==> src/source/DaqStatePkg.sv <==
package DaqStatePkg;

    // Sequencer phases, order matters for the power range decode
    typedef enum logic [3:0] {
        Idle,                   // Waiting for ModuleStart
        ChipReset,              // Digital reset asserted, analogue power up
        PowerOn,                // Digital power up, reset still held
        Release,                // Reset released, chip settling
        WaitStart,              // Armed, waiting for a trigger edge
        Acquire,                // Acquisition window open
        WaitRead,               // Waiting for the chip to release saturation
        StartRead,              // Readout start strobe held
        WaitReadDone,           // Chip reading out its RAM
        OnceEndHold,            // End of one cycle flag held
        AllDoneWait             // Session over, waiting for host transfer
    } DaqState_t;

    // Power pulsing ranges over the state order
    localparam DaqState_t PwrAFirst = ChipReset;    // Analogue and DAC rails
    localparam DaqState_t PwrDFirst = PowerOn;      // Digital rail
    localparam DaqState_t PwrLast   = OnceEndHold;  // Last powered phase

    // Async pin slots in the synchronizer vector and their idle levels
    localparam int PinCount = 3;
    localparam int PinTrig  = 0;        // External trigger, idle low
    localparam int PinSat   = 1;        // Chip saturation, active low, idle high
    localparam int PinEnd   = 2;        // End of readout, idle low
    localparam logic [PinCount-1:0] PinIdle = 3'b010;

endpackage

==> src/source/DaqTimingPkg.sv <==
package DaqTimingPkg;

    //////////////////////////////////////////////////
    // Counter and synchronizer sizing
    //////////////////////////////////////////////////
    localparam int CountWidth = 16;         // Delay counter and host times
    localparam int SyncStages = 2;          // Flip-flops per async pin

    //////////////////////////////////////////////////
    // Fixed sequencer delays, in Clk cycles
    //////////////////////////////////////////////////
    // Power-on reset hold, wakes the LVDS clock receivers
    localparam logic [CountWidth-1:0] TimeMinPowerReset = CountWidth'(8);
    // Reset release to acquisition enable, covers internal chip management
    localparam logic [CountWidth-1:0] TimeMinResetStart = CountWidth'(40);
    // Extra hold of the readout start strobe
    localparam logic [CountWidth-1:0] TimeMinSro = CountWidth'(16);

endpackage
==> src/source/AsicSyncIf.sv <==
`timescale 1ns/1ps

// Synchronized chip and trigger events, single-cycle pulses and one level
interface AsicSyncIf;

    logic TrigRise;         // Trigger rising edge
    logic ChipFull;         // Saturation falling edge, chip is full
    logic ReadStart;        // Saturation rising edge, readout may start
    logic EndReadoutLvl;    // End of readout, synchronized level

    modport Source (
        output TrigRise, ChipFull, ReadStart, EndReadoutLvl
    );

    modport Sink (
        input TrigRise, ChipFull, ReadStart, EndReadoutLvl
    );

endinterface

==> src/source/DaqControlTop.sv <==
`timescale 1ns/1ps

module DaqControlTop (
    input  logic Clk,
    input  logic reset_n,
    input  logic ModuleStart,                                   // From host
    input  logic AcqStart,                                      // External trigger
    input  logic EndReadout,                                    // From chip
    input  logic ChipSatB,                                      // From chip, active low
    input  logic [DaqTimingPkg::CountWidth-1:0] AcquisitionTime, // From host
    input  logic [DaqTimingPkg::CountWidth-1:0] EndHoldTime,    // From host
    input  logic DataTransmitDone,                              // From host
    output logic ResetB,
    output logic StartAcq,
    output logic StartReadout,
    output logic PwrOnA,
    output logic PwrOnD,
    output logic PwrOnDac,
    output logic OnceEnd,
    output logic AllDone
);

    //////////////////////////////////////////////////
    // Synchronized chip events
    //////////////////////////////////////////////////
    AsicSyncIf syncEvents ();

    // Async pins into the Clk domain
    AsicInputSync inputSync (
        .Clk        (Clk),
        .reset_n    (reset_n),
        .AcqStart   (AcqStart),
        .ChipSatB   (ChipSatB),
        .EndReadout (EndReadout),
        .Events     (syncEvents.Source)
    );

    //////////////////////////////////////////////////
    // Acquisition sequencer
    //////////////////////////////////////////////////
    AcqSequencer sequencer (
        .Clk              (Clk),
        .reset_n          (reset_n),
        .ModuleStart      (ModuleStart),
        .DataTransmitDone (DataTransmitDone),
        .AcquisitionTime  (AcquisitionTime),
        .EndHoldTime      (EndHoldTime),
        .Events           (syncEvents.Sink),
        .ResetB           (ResetB),
        .StartAcq         (StartAcq),
        .StartReadout     (StartReadout),
        .OnceEnd          (OnceEnd),
        .AllDone          (AllDone),
        .PwrOnA           (PwrOnA),
        .PwrOnD           (PwrOnD),
        .PwrOnDac         (PwrOnDac)
    );

endmodule

==> src/source/AcqSequencer.sv <==
`timescale 1ns/1ps

module AcqSequencer (
    input  logic Clk,
    input  logic reset_n,
    input  logic ModuleStart,                                   // Host session level
    input  logic DataTransmitDone,                              // Host finished transfer
    input  logic [DaqTimingPkg::CountWidth-1:0] AcquisitionTime, // Window length - 1
    input  logic [DaqTimingPkg::CountWidth-1:0] EndHoldTime,    // OnceEnd hold - 1
    AsicSyncIf.Sink Events,
    output logic ResetB,            // Chip digital reset, active low
    output logic StartAcq,          // Acquisition window
    output logic StartReadout,      // Chip RAM readout start
    output logic OnceEnd,           // End of one acquisition cycle
    output logic AllDone,           // Session finished
    output logic PwrOnA,            // Analogue power pulsing
    output logic PwrOnD,            // Digital power pulsing
    output logic PwrOnDac           // DAC power pulsing
);

    import DaqTimingPkg::*;
    import DaqStatePkg::*;

    DaqState_t State;
    DaqState_t NextState;
    logic [CountWidth-1:0] DelayCount;  // Shared delay counter
    logic StateChange;

    //////////////////////////////////////////////////
    // Next state decode
    //////////////////////////////////////////////////
    always_comb begin
        NextState = State;      // Hold by default
        unique case (State)
            Idle: begin
                if (ModuleStart) begin
                    NextState = ChipReset;     // Session begins
                end
            end
            ChipReset: begin
                NextState = PowerOn;           // Single cycle
            end
            PowerOn: begin
                if (DelayCount >= TimeMinPowerReset) begin
                    NextState = Release;
                end
            end
            Release: begin
                if (DelayCount >= TimeMinResetStart) begin
                    NextState = WaitStart;     // Acquisition enabled from here
                end
            end
            WaitStart: begin
                // Session end wins over a trigger on the same cycle
                if (!ModuleStart) begin
                    NextState = AllDoneWait;
                end else if (Events.TrigRise) begin
                    NextState = Acquire;
                end
            end
            Acquire: begin
                // Window closes on timeout or when the chip is full
                if (DelayCount >= AcquisitionTime || Events.ChipFull) begin
                    NextState = WaitRead;
                end
            end
            WaitRead: begin
                if (Events.ReadStart) begin
                    NextState = StartRead;
                end
            end
            StartRead: begin
                if (DelayCount >= TimeMinSro) begin
                    NextState = WaitReadDone;
                end
            end
            WaitReadDone: begin
                if (Events.EndReadoutLvl) begin
                    NextState = OnceEndHold;
                end
            end
            OnceEndHold: begin
                if (DelayCount >= EndHoldTime) begin
                    NextState = WaitStart;     // Rearm for the next trigger
                end
            end
            AllDoneWait: begin
                if (DataTransmitDone) begin
                    NextState = Idle;          // Stays here until released
                end
            end
            default: begin
                NextState = Idle;              // Recover from illegal codes
            end
        endcase
    end

    assign StateChange = (NextState != State);

    //////////////////////////////////////////////////
    // State register and delay counter
    //////////////////////////////////////////////////
    always_ff @(posedge Clk or negedge reset_n) begin
        if (!reset_n) begin
            State      <= Idle;
            DelayCount <= '0;
        end else begin
            State <= NextState;
            if (StateChange) begin
                DelayCount <= '0;                   // Every phase counts from zero
            end else begin
                DelayCount <= DelayCount + 1'b1;    // Wraps harmlessly in wait states
            end
        end
    end

    //////////////////////////////////////////////////
    // Registered outputs, decoded from next state
    //////////////////////////////////////////////////
    // Each output moves on the same edge as the state
    always_ff @(posedge Clk or negedge reset_n) begin
        if (!reset_n) begin
            ResetB       <= 1'b1;
            StartAcq     <= 1'b0;
            StartReadout <= 1'b0;
            OnceEnd      <= 1'b0;
            AllDone      <= 1'b0;
        end else begin
            // Digital reset held through ChipReset and PowerOn
            ResetB       <= !(NextState == ChipReset || NextState == PowerOn);
            StartAcq     <= (NextState == Acquire);
            StartReadout <= (NextState == StartRead);
            OnceEnd      <= (NextState == OnceEndHold);
            AllDone      <= (NextState == AllDoneWait);
        end
    end

    // Power pulsing follows the sequencer phase
    always_ff @(posedge Clk or negedge reset_n) begin
        if (!reset_n) begin
            PwrOnA   <= 1'b0;
            PwrOnD   <= 1'b0;
            PwrOnDac <= 1'b0;
        end else begin
            PwrOnA   <= (NextState >= PwrAFirst) && (NextState <= PwrLast);
            PwrOnDac <= (NextState >= PwrAFirst) && (NextState <= PwrLast);
            PwrOnD   <= (NextState >= PwrDFirst) && (NextState <= PwrLast);  // One phase later
        end
    end

endmodule

==> src/source/AsicInputSync.sv <==
`timescale 1ns/1ps

module AsicInputSync (
    input  logic Clk,
    input  logic reset_n,
    input  logic AcqStart,          // External trigger, async
    input  logic ChipSatB,          // Chip full, active low, async
    input  logic EndReadout,        // Chip RAM readout finished, async
    AsicSyncIf.Source Events
);

    import DaqTimingPkg::*;
    import DaqStatePkg::*;

    logic [PinCount-1:0] PinRaw;                     // Pins gathered into one vector
    logic [SyncStages-1:0][PinCount-1:0] PinSync;    // Synchronizer chain, [0] first
    logic [PinCount-1:0] PinStable;                  // Last stage, safe to use
    logic [PinCount-1:0] PinPrev;                    // One cycle older, for edges

    //////////////////////////////////////////////////
    // Two-stage synchronizers, all three pins
    //////////////////////////////////////////////////
    always_comb begin
        PinRaw = '0;
        PinRaw[PinTrig] = AcqStart;
        PinRaw[PinSat]  = ChipSatB;
        PinRaw[PinEnd]  = EndReadout;
    end

    // Reset to idle pin levels so no false edge shows after reset
    always_ff @(posedge Clk or negedge reset_n) begin
        if (!reset_n) begin
            PinSync <= {SyncStages{PinIdle}};
            PinPrev <= PinIdle;
        end else begin
            PinSync[0] <= PinRaw;
            for (int i = 1; i < SyncStages; i++) begin
                PinSync[i] <= PinSync[i-1];   // Shift down the chain
            end
            PinPrev <= PinSync[SyncStages-1];
        end
    end

    assign PinStable = PinSync[SyncStages-1];

    //////////////////////////////////////////////////
    // Edge detection
    //////////////////////////////////////////////////
    // Trigger rising edge starts a window
    assign Events.TrigRise = PinStable[PinTrig] & ~PinPrev[PinTrig];

    // Saturation falling edge, one or more chips full
    assign Events.ChipFull = ~PinStable[PinSat] & PinPrev[PinSat];

    // Saturation rising edge, chip ready for readout
    assign Events.ReadStart = PinStable[PinSat] & ~PinPrev[PinSat];

    assign Events.EndReadoutLvl = PinStable[PinEnd];    // Passed on as a level

endmodule

==> config.mk <==
export PLATFORM = sky130hd
export DESIGN_NAME = DaqControlTop
export DESIGN_NICKNAME = d
export VERILOG_FILES = /design/src/source/DaqStatePkg.sv /design/src/source/DaqTimingPkg.sv /design/src/source/AsicSyncIf.sv /design/src/source/DaqControlTop.sv /design/src/source/AcqSequencer.sv /design/src/source/AsicInputSync.sv
export SDC_FILE = /design/constraint.sdc
export NUM_CORES = 1
export LEC_CHECK = 0
export BUFFER_PORTS_ARGS = -buffer_cell sky130_fd_sc_hd__buf_2
export CORE_MARGIN = 4
export CORE_UTILIZATION = 56
export DETAILED_ROUTE_END_ITERATION = 10
export PLACE_DENSITY = 0.9
export SYNTH_ARGS = -nofsm -noshare
export SYNTH_HDL_FRONTEND = slang
export SYNTH_HIERARCHICAL = 1
export SYNTH_SLANG_ARGS = --single-unit
==> constraint.sdc <==
create_clock -name Clk -period 3.35 [get_ports Clk]
set_input_delay 0.5025 -clock Clk [delete_from_list [all_inputs] [get_ports Clk]]
set_output_delay 0.5025 -clock Clk [all_outputs]
set_load 0.02 [all_outputs]
== Word level (Yosys, flattened, before mapping) ==
Index checks and enable logic that the tools add are counted.

* $lt $le $gt $ge: 8
* Equality and inequality tests: 17
* Reductions and logical operators: 6
* Multiplexer cells: 13
* $add $sub $neg: 1
* Bitwise gates (word level): 6

{| class="wikitable"
|+ Operators by type and width
! operator !! number
|-
| $mux 4 || 11
|-
| $pmux 4 s11 || 1
|-
| $ge 16x16->1 || 2
|-
| $eq 4x3->1 const B || 6
|-
| $eq 4x4->1 const B || 5
|-
| $add 16x1->16 const B || 1
|-
| $ge 16x4->1 const B || 1
|-
| $ge 16x5->1 const B || 1
|-
| $ge 16x6->1 const B || 1
|-
| $mux 16 || 1
|-
| $eq 4x2->1 const B || 3
|-
| $eq 4x1->1 const B || 2
|-
| $ge 4x1->1 const B || 1
|-
| $ge 4x2->1 const B || 1
|-
| $le 4x4->1 const B || 1
|-
| $logic_not 4->1 || 1
|-
| $ne 4x4->1 || 1
|-
| $and 1x1->1 || 3
|-
| $not 1->1 || 3
|-
| $logic_and 1x1->1 || 2
|-
| $logic_or 1x1->1 || 2
|-
| $logic_not 1->1 || 1
|}

* Logic and storage cells: 63
* Flip-flop bits (word level): 35
* Input port bits: 39
* Output and inout bits: 8

== Depth between registers and ports, before layout ==
Gate-level depths: netlist of the first run.

* Depth after elaboration: 8
* Gate-level depth with buffers: 10
* Mapped depth without buffers: 9

== Cells and area by module ==
Netlist of the first run, hierarchy kept.

{| class="wikitable"
|+ By module, submodules not included
! module !! area each (um^2) !! cells each !! instances !! seq. area each (um^2)
|-
| AcqSequencer || 2369.8 || 261 || 1 || 676.9
|-
| AsicInputSync || 225.2 || 11 || 1 || 203.9
|}

== Least setup slack after synthesis of the first run ==
OpenSTA, ideal clock, no wires.

* Path type: input port to flip-flop
* Start point: input EndHoldTime[7] in the netlist's numbering
* End point: register sequencer.DelayCount[6]
* Cell stages on the path: 9
* Setup time: 0.131 ns
* Arrival: 2.256 ns
* Data required time: 3.219 ns
* Setup slack: 0.963 ns
* Buffers on the path: 1
* Cells stage by stage: inv_1 ha_1 a21o_1 a2111oi_1 o21ai_1 o211ai_4 xor2_4 buf_6 nor3_2

* Word-level cells in the longest chain between the ends: 5

{| class="wikitable"
|+ RTL lines
! element !! line !! source
|-
| from (decl) || DaqControlTop.sv:11 || <nowiki>input logic [DaqTimingPkg::CountWidth-1:0] EndHoldTime,</nowiki>
|-
| $ge 16x16->1 || AcqSequencer.sv:83 || <nowiki>if (DelayCount >= EndHoldTime) begin</nowiki>
|-
| $mux 4 || AcqSequencer.sv:83 ||
|-
| $pmux 4 s11 || AcqSequencer.sv:34 || <nowiki>unique case (State)</nowiki>
|-
| net sequencer.NextState[0] || AcqSequencer.sv:25 || <nowiki>DaqState_t NextState;</nowiki>
|-
| $ne 4x4->1 || AcqSequencer.sv:98 || <nowiki>assign StateChange = (NextState != State);</nowiki>
|-
| $mux 16 || AcqSequencer.sv:109 || <nowiki>if (StateChange) begin</nowiki>
|-
| to (signal assigned) || AcqSequencer.sv:112 || <nowiki>DelayCount <= DelayCount + 1'b1;</nowiki>
|-
| to (decl) || AcqSequencer.sv:26 || <nowiki>logic [CountWidth-1:0] DelayCount;</nowiki>
|}

The timed path passes the listed nets, and every way through them passes these cells.

== Final worst setup path of the first run ==
* Start point: register sequencer.DelayCount[0]
* End point: register sequencer.DelayCount[1]

* Word-level cells in the longest chain between the ends: 6
* Elaborated cells on any way between the ends: 15
* Classes of those cells: 1 x add/sub; 5 x order compare; 1 x eq/ne; 7 x mux; 1 x reduce/logical

{| class="wikitable"
|+ RTL lines
! element !! line !! source
|-
| $ge 16x16->1 || AcqSequencer.sv:63 || <nowiki>if (DelayCount >= AcquisitionTime || Events.ChipFull) begin</nowiki>
|-
| $logic_or 1x1->1 || AcqSequencer.sv:63 ||
|-
| $mux 4 || AcqSequencer.sv:63 ||
|-
| $pmux 4 s11 * || AcqSequencer.sv:34 ||
|-
| net sequencer.NextState[0] || AcqSequencer.sv:25 ||
|-
| $ne 4x4->1 * || AcqSequencer.sv:98 ||
|-
| $mux 16 * || AcqSequencer.sv:109 ||
|}

The timed path passes the listed nets; every way through them passes the cells marked *.

==> results of run 1 <==
## flip-flops by register name, indices dropped and copies added, names as in the netlist
register	flops
inputSync/PinPrev	2
inputSync/PinStable	3
inputSync/PinSync	3
sequencer/AllDone	1
sequencer/DelayCount	16
sequencer/OnceEnd	1
sequencer/PwrOnD	1
sequencer/PwrOnDac	1
sequencer/ResetB	1
sequencer/StartAcq	1
sequencer/StartReadout	1
sequencer/State	4
## path summary, 6_finish.rpt
path | slack (ns) | cells past startpoint | end
max in group asynchronous | 2.58 | 1 | inputSync/PinSync[0]
worst max register to register | 0.43 | 9 | sequencer/DelayCount[1]
min in group Clk | 0.31 | 1 | inputSync/PinSync[1]
worst min-delay path | 0.28 | 1 | sequencer/DelayCount[15]
worst min register to register | 0.35 | 0 | inputSync/PinStable[2]
worst max-delay path | 0.43 | 9 | sequencer/DelayCount[1]
## cell usage after synthesis, drive strengths merged
library cell	number
a41oi	2
a2bb2oi	1
nor2	14
o22ai	1
nor2b	6
buf	7
o211a	3
dfrtp	31
o21ai	9
and3	3
xnor2	7
a31oi	2
o211ai	5
dfstp	4
o31a	1
nand2	18
and4b	1
inv	33
nand4	6
a21oi	12
o21a	3
a21o	1
nor3	19
a2111oi	3
nor4	2
nand3b	4
nand3	12
ha	34
or2	2
and2b	2
a211oi	3
a211o	1
nor3b	2
xor2	9
and2	2
clkbuf	1
or3	1
nand2b	1
o21bai	1
and4	2
o31ai	1
## logic make-up (layout without fill, tap and decap cells)
logic type | Yosys count | after routing | share of synthesized area [%]
adder cells (fa/ha/maj) | 34 | 34 | 16.4
AND/OR/NAND/NOR | 97 | 97 | 23.3
XOR/XNOR | 16 | 16 | 6.12
AO/OA/AOI/OAI | 49 | 49 | 13.4
buffers and inverters | 41 | 88 | 6.80
flip-flops | 35 | 35 | 33.9
## per-layer routing
layer  share of wire (%)  wire, um
met5                   0         0
met4                 2.1       118
met3                 5.8       328
met2                  50      2820
met1                  42      2350
## report_power, final
group	switching [uW]	internal (uW)
Combinational	297	186
Clock	151	241
Sequential	69.2	478
Total	516	905
## critical path, delay by kind of cell, from the launching register on
family	cells	cell delay, ns
AO/OA/AOI/OAI	3	1.05
flip-flops	1	0.42
XOR/XNOR	1	0.53
adder cells (fa/ha/maj)	1	0.28
buffers and inverters	1	0.11
AND/OR/NAND/NOR	3	0.37
## through the flow
step | hold slack [ns] | power (uW) | utilization, %
after CTS | 0.299 | 1420 | 67.1
after detailed placement | 0.338 | 1030 | 64.5
after global routing | 0.289 | 1510 | 67.1
after floorplan | 0.207 | 934 | -
final | 0.284 | 1420 | 67.1
after global placement | 0.333 | 1010 | 64.5
## cells in the final DEF, fill, tap and decap left out, types with 4 or more instances in the layout
cell type / n
buf_2: 46
ha_1: 34
inv_1: 33
dfrtp_1: 31
nand2_1: 18
nor2_1: 14
a21oi_1: 12
nand3_1: 12
nor3_2: 10
nor3_1: 8
xor2_1: 8
xnor2_1: 7
clkbuf_8: 6
nor2b_1: 6
o21ai_0: 6
nand4_1: 5
dfstp_2: 4
o211ai_1: 4
nand3b_1: 4
## cell type report
type                            instances  area share [%]
Sequential cell                        35            29.7
Clock buffer                            6            2.79
Clock inverter                          2            1.18
Timing Repair Buffer                   47            8.02
Tap cell                               52            2.20
Inverter                               33            4.18
Multi-Input combinational cell        196            51.9
==> results.sh, run 1 <==
export IMPL_status="completed"
export IMPL_grt_util_met1_pct=26.5
export IMPL_path_clk_slew_ns=0.07
export IMPL_numPortBuffers=46
export IMPL_cap_violations=0
export IMPL_max_freq_mhz=343
export IMPL_num_vias=2118
export IMPL_drcViolationCount=0
export IMPL_design_core_area_um2=4410
export IMPL_grt_ovfl_total=0
export IMPL_clock_sinks=35
export IMPL_netlist_instances=272
export IMPL_via_per_inst=5.71
export IMPL_area_growth_pct=14.2
export IMPL_hold_class="in2async"
export IMPL_grt_pass1_wl_mm=10.0
export IMPL_cts_buffers=5
export IMPL_p_leak_uw=0.00154
export IMPL_critPathKind="reg2reg"
export IMPL_cts_tree="built"
export IMPL_syn_area_um2=2590
export IMPL_ctsRootBufferMaster="clkbuf_8"
export IMPL_synth_area_leaders="dfrtp_1 (30%), ha_1 (16%), inv_1 (4.8%)"
export IMPL_irDropWorstVdd_mv=0.354
export IMPL_rsz0062_at_grt="no"
export IMPL_final_period_utilization_pct=87.1
export IMPL_finalSetupTns_ns=0
export IMPL_ys_seq_area_share_pct=33.9
export IMPL_min_period_ns=2.92
export IMPL_hold_buffers=0
export IMPL_ff_latch_area_um2=881
export IMPL_die_h_um=76.1
export IMPL_grt_pass1_vias=2194
export IMPL_met2_usage_pct=35.3
export IMPL_yosysWarnings=6
export IMPL_drive_gt1_share_pct=24.8
export IMPL_start_kind="flip-flop"
export IMPL_die_w_um=76.1
export IMPL_finalWorstSetupSlack_ns=0.432
export IMPL_grt_antenna_before_repair=0
export IMPL_h_tree_depth=2
export IMPL_worstMarginPinSlew_ns=0.753
export IMPL_finClkSkew_ns=0.00891
export IMPL_grt_most_used_layer="met2"
export IMPL_cts_resized=0
export IMPL_rows=24
export IMPL_critical_path_arrival_ns=3.06
export IMPL_final_area_um2=2960
export IMPL_crit_top_cell="nor3b_1"
export IMPL_end_kind="flip-flop"
export IMPL_yosys_area_top_type="dfrtp_1"
export IMPL_placedInstanceArea_um2=2850
export IMPL_cts_setup_buffers=0
export IMPL_cp_data_required_time_ns=3.50
export IMPL_power_density_nw_per_um2=480
export IMPL_ant_nets=0
export IMPL_wire_per_inst_um=15.1
export IMPL_finalSetupViolations=0
export IMPL_dp_hpwl_mm=4.28
export IMPL_drv_slew=0
export IMPL_synth_top_area_share_pct=29.9
export IMPL_pre_cts_ws_ns=0.373
export IMPL_start_util_pct=58.8
export IMPL_die_area_um2=5790
export IMPL_synth_cell_types=52
export IMPL_multi_input_area_um2=1540
export IMPL_path_cells="inv_1, ha_1, nor3b_1, nor2_1, a2111oi_1, o21ai_1, o211ai_4, xor2_4, nor3b_1"
export IMPL_place_inst=363
export IMPL_clk_latency_ns=0.29
export IMPL_synth_nets=345
export IMPL_drt_total_wl_mm=5.61
export IMPL_syn_avg_cell_area_um2=9.54
export IMPL_reg2reg_from="sequencer/DelayCount[0]"
export IMPL_grt_max_degree=36
export IMPL_worstPathMaxFanout=16
export IMPL_final_cells=371
export IMPL_antenna_cells=0
export IMPL_place_congestion=0.878
export IMPL_hold_viol_final=0
export IMPL_ys_ff_latch=35
export IMPL_slew_headroom_pct=49.8
export IMPL_drt_iter0_markers=171
export IMPL_io_pin_count=47
export IMPL_nNetsFinal=391
export IMPL_gr_usage_met3_pct=3.90
export IMPL_first_pass_iters=4
export IMPL_clk_path_buf_depth=2
export IMPL_slowest_delay_ns=0.56
export IMPL_n_fill_cell=338
export IMPL_grt_usage_pct=20.8
export IMPL_cp_startpoint="sequencer/DelayCount[0]"
export IMPL_cp_slowest_cell="a2111oi_1"
Note: power is estimated with default switching activity, not from simulation.
==> run 2: changes to the inputs <==
- ABC_CLOCK_PERIOD_IN_PS: not set -> 3350
- CORE_MARGIN: 4 -> not set
==> run 2 against run 1 <==
  * Die area is 15% lower
  * Flip-flop and latch count did not move
  * Routed wire length rose by 0.37%
==> results.sh, run 2 (synthesized netlist as in run 1, its figures left out) <==
export IMPL_status="completed"
export IMPL_p_leak_uw=0.00154
export IMPL_clk_latency_ns=0.29
export IMPL_finalSetupTns_ns=0
export IMPL_max_freq_mhz=337
export IMPL_regMostFlops="sequencer/DelayCount"
export IMPL_cap_violations=0
export IMPL_start_kind="flip-flop"
export IMPL_cts_buffers=5
export IMPL_finalSetupViolations=0
export IMPL_h_tree_depth=2
export IMPL_path_clk_slew_ns=0.07
export IMPL_hold_viol_final=0
export IMPL_critical_path_arrival_ns=3.10
export IMPL_num_vias=2165
export IMPL_final_common_cell="buf_2"
export IMPL_cp_data_required_time_ns=3.48
export IMPL_ant_nets=0
export IMPL_grt_ovfl_total=0
export IMPL_drcViolationCount=0
export IMPL_worstPathMaxFanout=16
export IMPL_end_kind="flip-flop"
export IMPL_wire_per_inst_um=15.2
export IMPL_final_period_utilization_pct=88.6
export IMPL_grt_pass1_wl_mm=9.50
export IMPL_slew_headroom_pct=48.8
export IMPL_drive_gt1_share_pct=24.8
export IMPL_power_density_nw_per_um2=476
export IMPL_place_congestion=0.856
export IMPL_die_area_um2=4910
export IMPL_die_h_um=70.1
export IMPL_first_pass_iters=4
export IMPL_grt_pass1_vias=2064
export IMPL_rows=24
export IMPL_antenna_cells=0
export IMPL_dp_hpwl_mm=4.04
export IMPL_finClkSkew_ns=0.00859
export IMPL_worstMarginPinSlew_ns=0.768
export IMPL_io_pin_count=47
export IMPL_clk_path_buf_depth=2
export IMPL_grt_antenna_before_repair=0
export IMPL_hold_buffers=0
export IMPL_nNetsFinal=391
export IMPL_clock_sinks=35
export IMPL_cts_resized=0
export IMPL_fin_util_pct=67.1
export IMPL_cts_tree="built"
export IMPL_numPortBuffers=46
export IMPL_largest_register_ff_count=16
export IMPL_die_w_um=70.1
export IMPL_design_core_area_um2=4410
export IMPL_cts_setup_buffers=0
export IMPL_ctsRootBufferMaster="clkbuf_8"
export IMPL_drv_slew=0
export IMPL_via_per_inst=5.84
export IMPL_drt_iter0_markers=172
export IMPL_grt_usage_pct=24.7
export IMPL_start_util_pct=58.8
export IMPL_grt_max_degree=36
export IMPL_min_period_ns=2.97
export IMPL_drt_total_wl_mm=5.63
export IMPL_area_growth_pct=14.2
export IMPL_hold_class="in2async"
export IMPL_irDropWorstVdd_mv=0.334
export IMPL_rsz0062_at_grt="no"
export IMPL_final_cell_mix="buf_2 (46), ha_1 (34), inv_1 (33)"
export IMPL_largestRegisters="sequencer/DelayCount (16), sequencer/State (4)"
export IMPL_critPathKind="reg2reg"
## run 2: final cells by class
cell class                 instances  area [um2]
timing repair buffer              47         238
multi-input combinational        196        1540
sequential                        35         881
fill                             328        1450
clock inverter                     2        35.0
inverter                          33         124
clock buffer                       6        82.6
tap                               52        65.1
## run 2: metrics by stage
stage                     power, uW  instance area [um2]  hold WS, ns  worst slack (ns)  instances
final                          1410                 2960        0.279             0.381        371
after global routing           1490                 2960        0.297             0.116        371
after CTS                      1410                 2960        0.300             0.398        371
after detailed placement       1020                 2850        0.340             0.354        363
after global placement         1010                 2850        0.333             0.431        363
after floorplan                 934                 2590        0.207             0.963        272
## run 2: critical path, stage by stage (launching register included)
cell       delay (ns)
dfrtp_1          0.43
inv_1            0.11
ha_1             0.29
nor3b_1          0.19
nor2_1           0.08
a2111oi_1        0.55
o21ai_1          0.27
o211ai_4         0.21
xor2_4           0.55
nor3_1           0.15
## run 2: worst paths after layout
check                           cells past startpoint               startpoint                       end  slack (ns)
worst max-delay path                                9  sequencer/DelayCount[0]   sequencer/DelayCount[4]        0.38
worst min-delay path                                1                  reset_n  sequencer/DelayCount[14]        0.28
worst max register to register                      9  sequencer/DelayCount[0]   sequencer/DelayCount[4]        0.38
worst min register to register                      0     inputSync/PinSync[2]    inputSync/PinStable[2]        0.35
max in group asynchronous                           1                  reset_n         sequencer/AllDone        2.57
min in group Clk                                    1                 ChipSatB      inputSync/PinSync[1]        0.31
## run 2: layer usage
metal,vias to the layer above,share of wire [%],GRT usage (%)
met3,17,4.7,4.76
met2,74,50,40.6
met5,-,0,0
met1,1027,43,32.0
met4,0,2.5,10.0
li1,1047,-,-
## run 2: where the power goes
part	switching, uW	leakage, uW	total, uW	internal [uW]
combinational	288	0.00103	474	185
clock	150	0.0000612	391	241
sequential	67.4	0.000449	545	478
==> run 3: changes to the inputs <==
- CORE_UTILIZATION: 56 -> 50
- PLACE_DENSITY: 0.9 -> 0.83
==> run 3 against run 2 <==
  * Highest routed layer unchanged
  * Largest power group unchanged
  * Clock skew up 0.00065 ns
  * Die area grew 12%
  * Non-clock buffer count is the same
==> results.sh, run 3 (synthesized netlist as in run 1, its figures left out) <==
export IMPL_hold_buffers=0
export IMPL_reg2reg_slack_ns=0.47
export IMPL_r2r_end="sequencer/DelayCount[1]"
export IMPL_crit_top_cell="nor3b_1"
export IMPL_path_depth=9
export IMPL_clk_latency_ns=0.29
export IMPL_min_period_ns=2.88
export IMPL_die_h_um=74.0
export IMPL_cts_resized=0
export IMPL_cts_tree="built"
export IMPL_end_kind="flip-flop"
export IMPL_slowest_delay_ns=0.55
export IMPL_combPwrFrac_pct=33.8
export IMPL_internal_power_uw=883
export IMPL_design_core_area_um2=4850
export IMPL_seqPwrFrac_pct=39.2
export IMPL_cp_slowest_cell="a2111oi_1"
export IMPL_die_w_um=74.0
export IMPL_final_common_cell="buf_2"
export IMPL_path_cells="inv_1, ha_1, nor3b_1, nor2_1, a2111oi_1, o21ai_1, o211ai_4, xor2_4, nor3b_1"
export IMPL_clk_path_buf_depth=2
export IMPL_finalSetupViolations=0
export IMPL_h_tree_depth=2
export IMPL_drcViolationCount=0
export IMPL_ant_nets=0
export IMPL_path_clk_slew_ns=0.07
export IMPL_rr_worst_depth=9
export IMPL_clockPowerShare_pct=27.0
export IMPL_drv_slew=0
export IMPL_crit_path_end="sequencer/DelayCount[1]"
export IMPL_first_pass_iters=4
export IMPL_rows=25
export IMPL_area_growth_pct=14.7
export IMPL_drive_gt1_share_pct=24.8
export IMPL_hold_viol_final=0
export IMPL_cp_top_family="compound AO/OA/AOI/OAI gates"
export IMPL_start_kind="flip-flop"
export IMPL_irDropWorstVdd_mv=0.339
export IMPL_critical_path_arrival_ns=3.02
export IMPL_worstPathMaxFanout=16
export IMPL_antenna_cells=0
export IMPL_p_total_uw=1390
export IMPL_largestRegisters="sequencer/DelayCount (16), sequencer/State (4)"
export IMPL_drt_total_wl_mm=5.25
export IMPL_finalSetupTns_ns=0
export IMPL_grt_pass1_wl_mm=8.76
export IMPL_numPortBuffers=46
export IMPL_status="completed"
export IMPL_regMostFlops="sequencer/DelayCount"
export IMPL_grt_usage_pct=21.1
export IMPL_critPathKind="reg2reg"
export IMPL_p_leak_uw=0.00154
export IMPL_grt_antenna_before_repair=0
export IMPL_switching_share_pct=36.4
export IMPL_largest_register_ff_count=16
export IMPL_p_sw_uw=505
export IMPL_multi_input_area_um2=1540
export IMPL_rsz0062_at_grt="no"
export IMPL_cap_violations=0
export IMPL_num_vias=2127
export IMPL_nNetsFinal=391
export IMPL_crit_buf_inv=1
export IMPL_cts_buffers=5
export IMPL_drt_iter0_markers=91
export IMPL_cp_startpoint="sequencer/DelayCount[0]"
export IMPL_ff_latch_area_um2=881
export IMPL_io_pin_count=47
export IMPL_worstMarginPinSlew_ns=0.765
export IMPL_max_freq_mhz=348
export IMPL_n_fill_cell=416
export IMPL_cts_setup_buffers=0
export IMPL_whs_ns=0.279
export IMPL_ctsRootBufferMaster="clkbuf_8"
export IMPL_clock_sinks=35
export IMPL_cp_data_required_time_ns=3.49
export IMPL_place_congestion=0.894
export IMPL_final_cell_mix="buf_2 (46), ha_1 (34), inv_1 (33)"
export IMPL_final_period_utilization_pct=85.9
export IMPL_hold_class="in2async"
export IMPL_grt_ovfl_total=0
export IMPL_slew_headroom_pct=49.0
export IMPL_grt_max_degree=36
export IMPL_finClkSkew_ns=0.00924
export IMPL_die_area_um2=5480
export IMPL_grt_pass1_vias=1977
export IMPL_via_per_inst=5.51
export IMPL_start_util_pct=53.5
export IMPL_dp_hpwl_mm=4.00
export IMPL_reg2reg_from="sequencer/DelayCount[0]"
export IMPL_power_density_nw_per_um2=466
export IMPL_wire_per_inst_um=13.6
## run 3: cell types whose count changed in the layout (fill, tap and decap cells not counted), sizes merged
cell	change
clkinv	+1
clkbuf	-1
## run 3: layout make-up
class / count / share of cell area, %
clock buffer: 5 / 2.31
multi-input combinational: 196 / 51.7
sequential: 35 / 29.6
tap: 67 / 2.82
inverter: 33 / 4.16
timing repair buffer: 47 / 7.99
clock inverter: 3 / 1.47
## run 3: power groups by stage
stage                     Sequential, uW  Combinational, uW  Clock, uW
after CTS                            544                470        383
after detailed placement             550                468          0
final                                544                469        375
after global routing                 554                530        395
after global placement               550                457          0
after floorplan                      536                398          0
## run 3: worst min-delay path by stage
stage	to	cells past startpoint	from	slack [ns]
6_report	sequencer/DelayCount[14]	1	reset_n	0.28
5_1_grt	inputSync/PinSync[1]	1	ChipSatB	0.30
4_1_cts	inputSync/PinSync[1]	1	ChipSatB	0.30
3_5_place_dp	inputSync/PinStable[0]	0	inputSync/PinSync[0]	0.34
3_3_place_gp	inputSync/PinStable[2]	0	inputSync/PinSync[2]	0.33
2_1_floorplan	inputSync/PinPrev[0]	0	reset_n	0.21
## run 3: layer usage
metal	GRT usage (%)	part of all wire, %
met1	26.8	45
met2	36.4	49
met3	4.07	4.4
met4	6.20	1.1
met5	0	0
## run 3: through the flow
stage | setup slack [ns] | cells | util [%] | instance area (um2)
floorplan | 0.963 | 272 | - | 2590
global placement | 0.437 | 378 | 59.1 | 2860
detailed placement | 0.388 | 378 | 59.1 | 2860
CTS | 0.427 | 386 | 61.4 | 2980
global route | 0.237 | 386 | 61.4 | 2980
finish | 0.474 | 386 | 61.4 | 2980
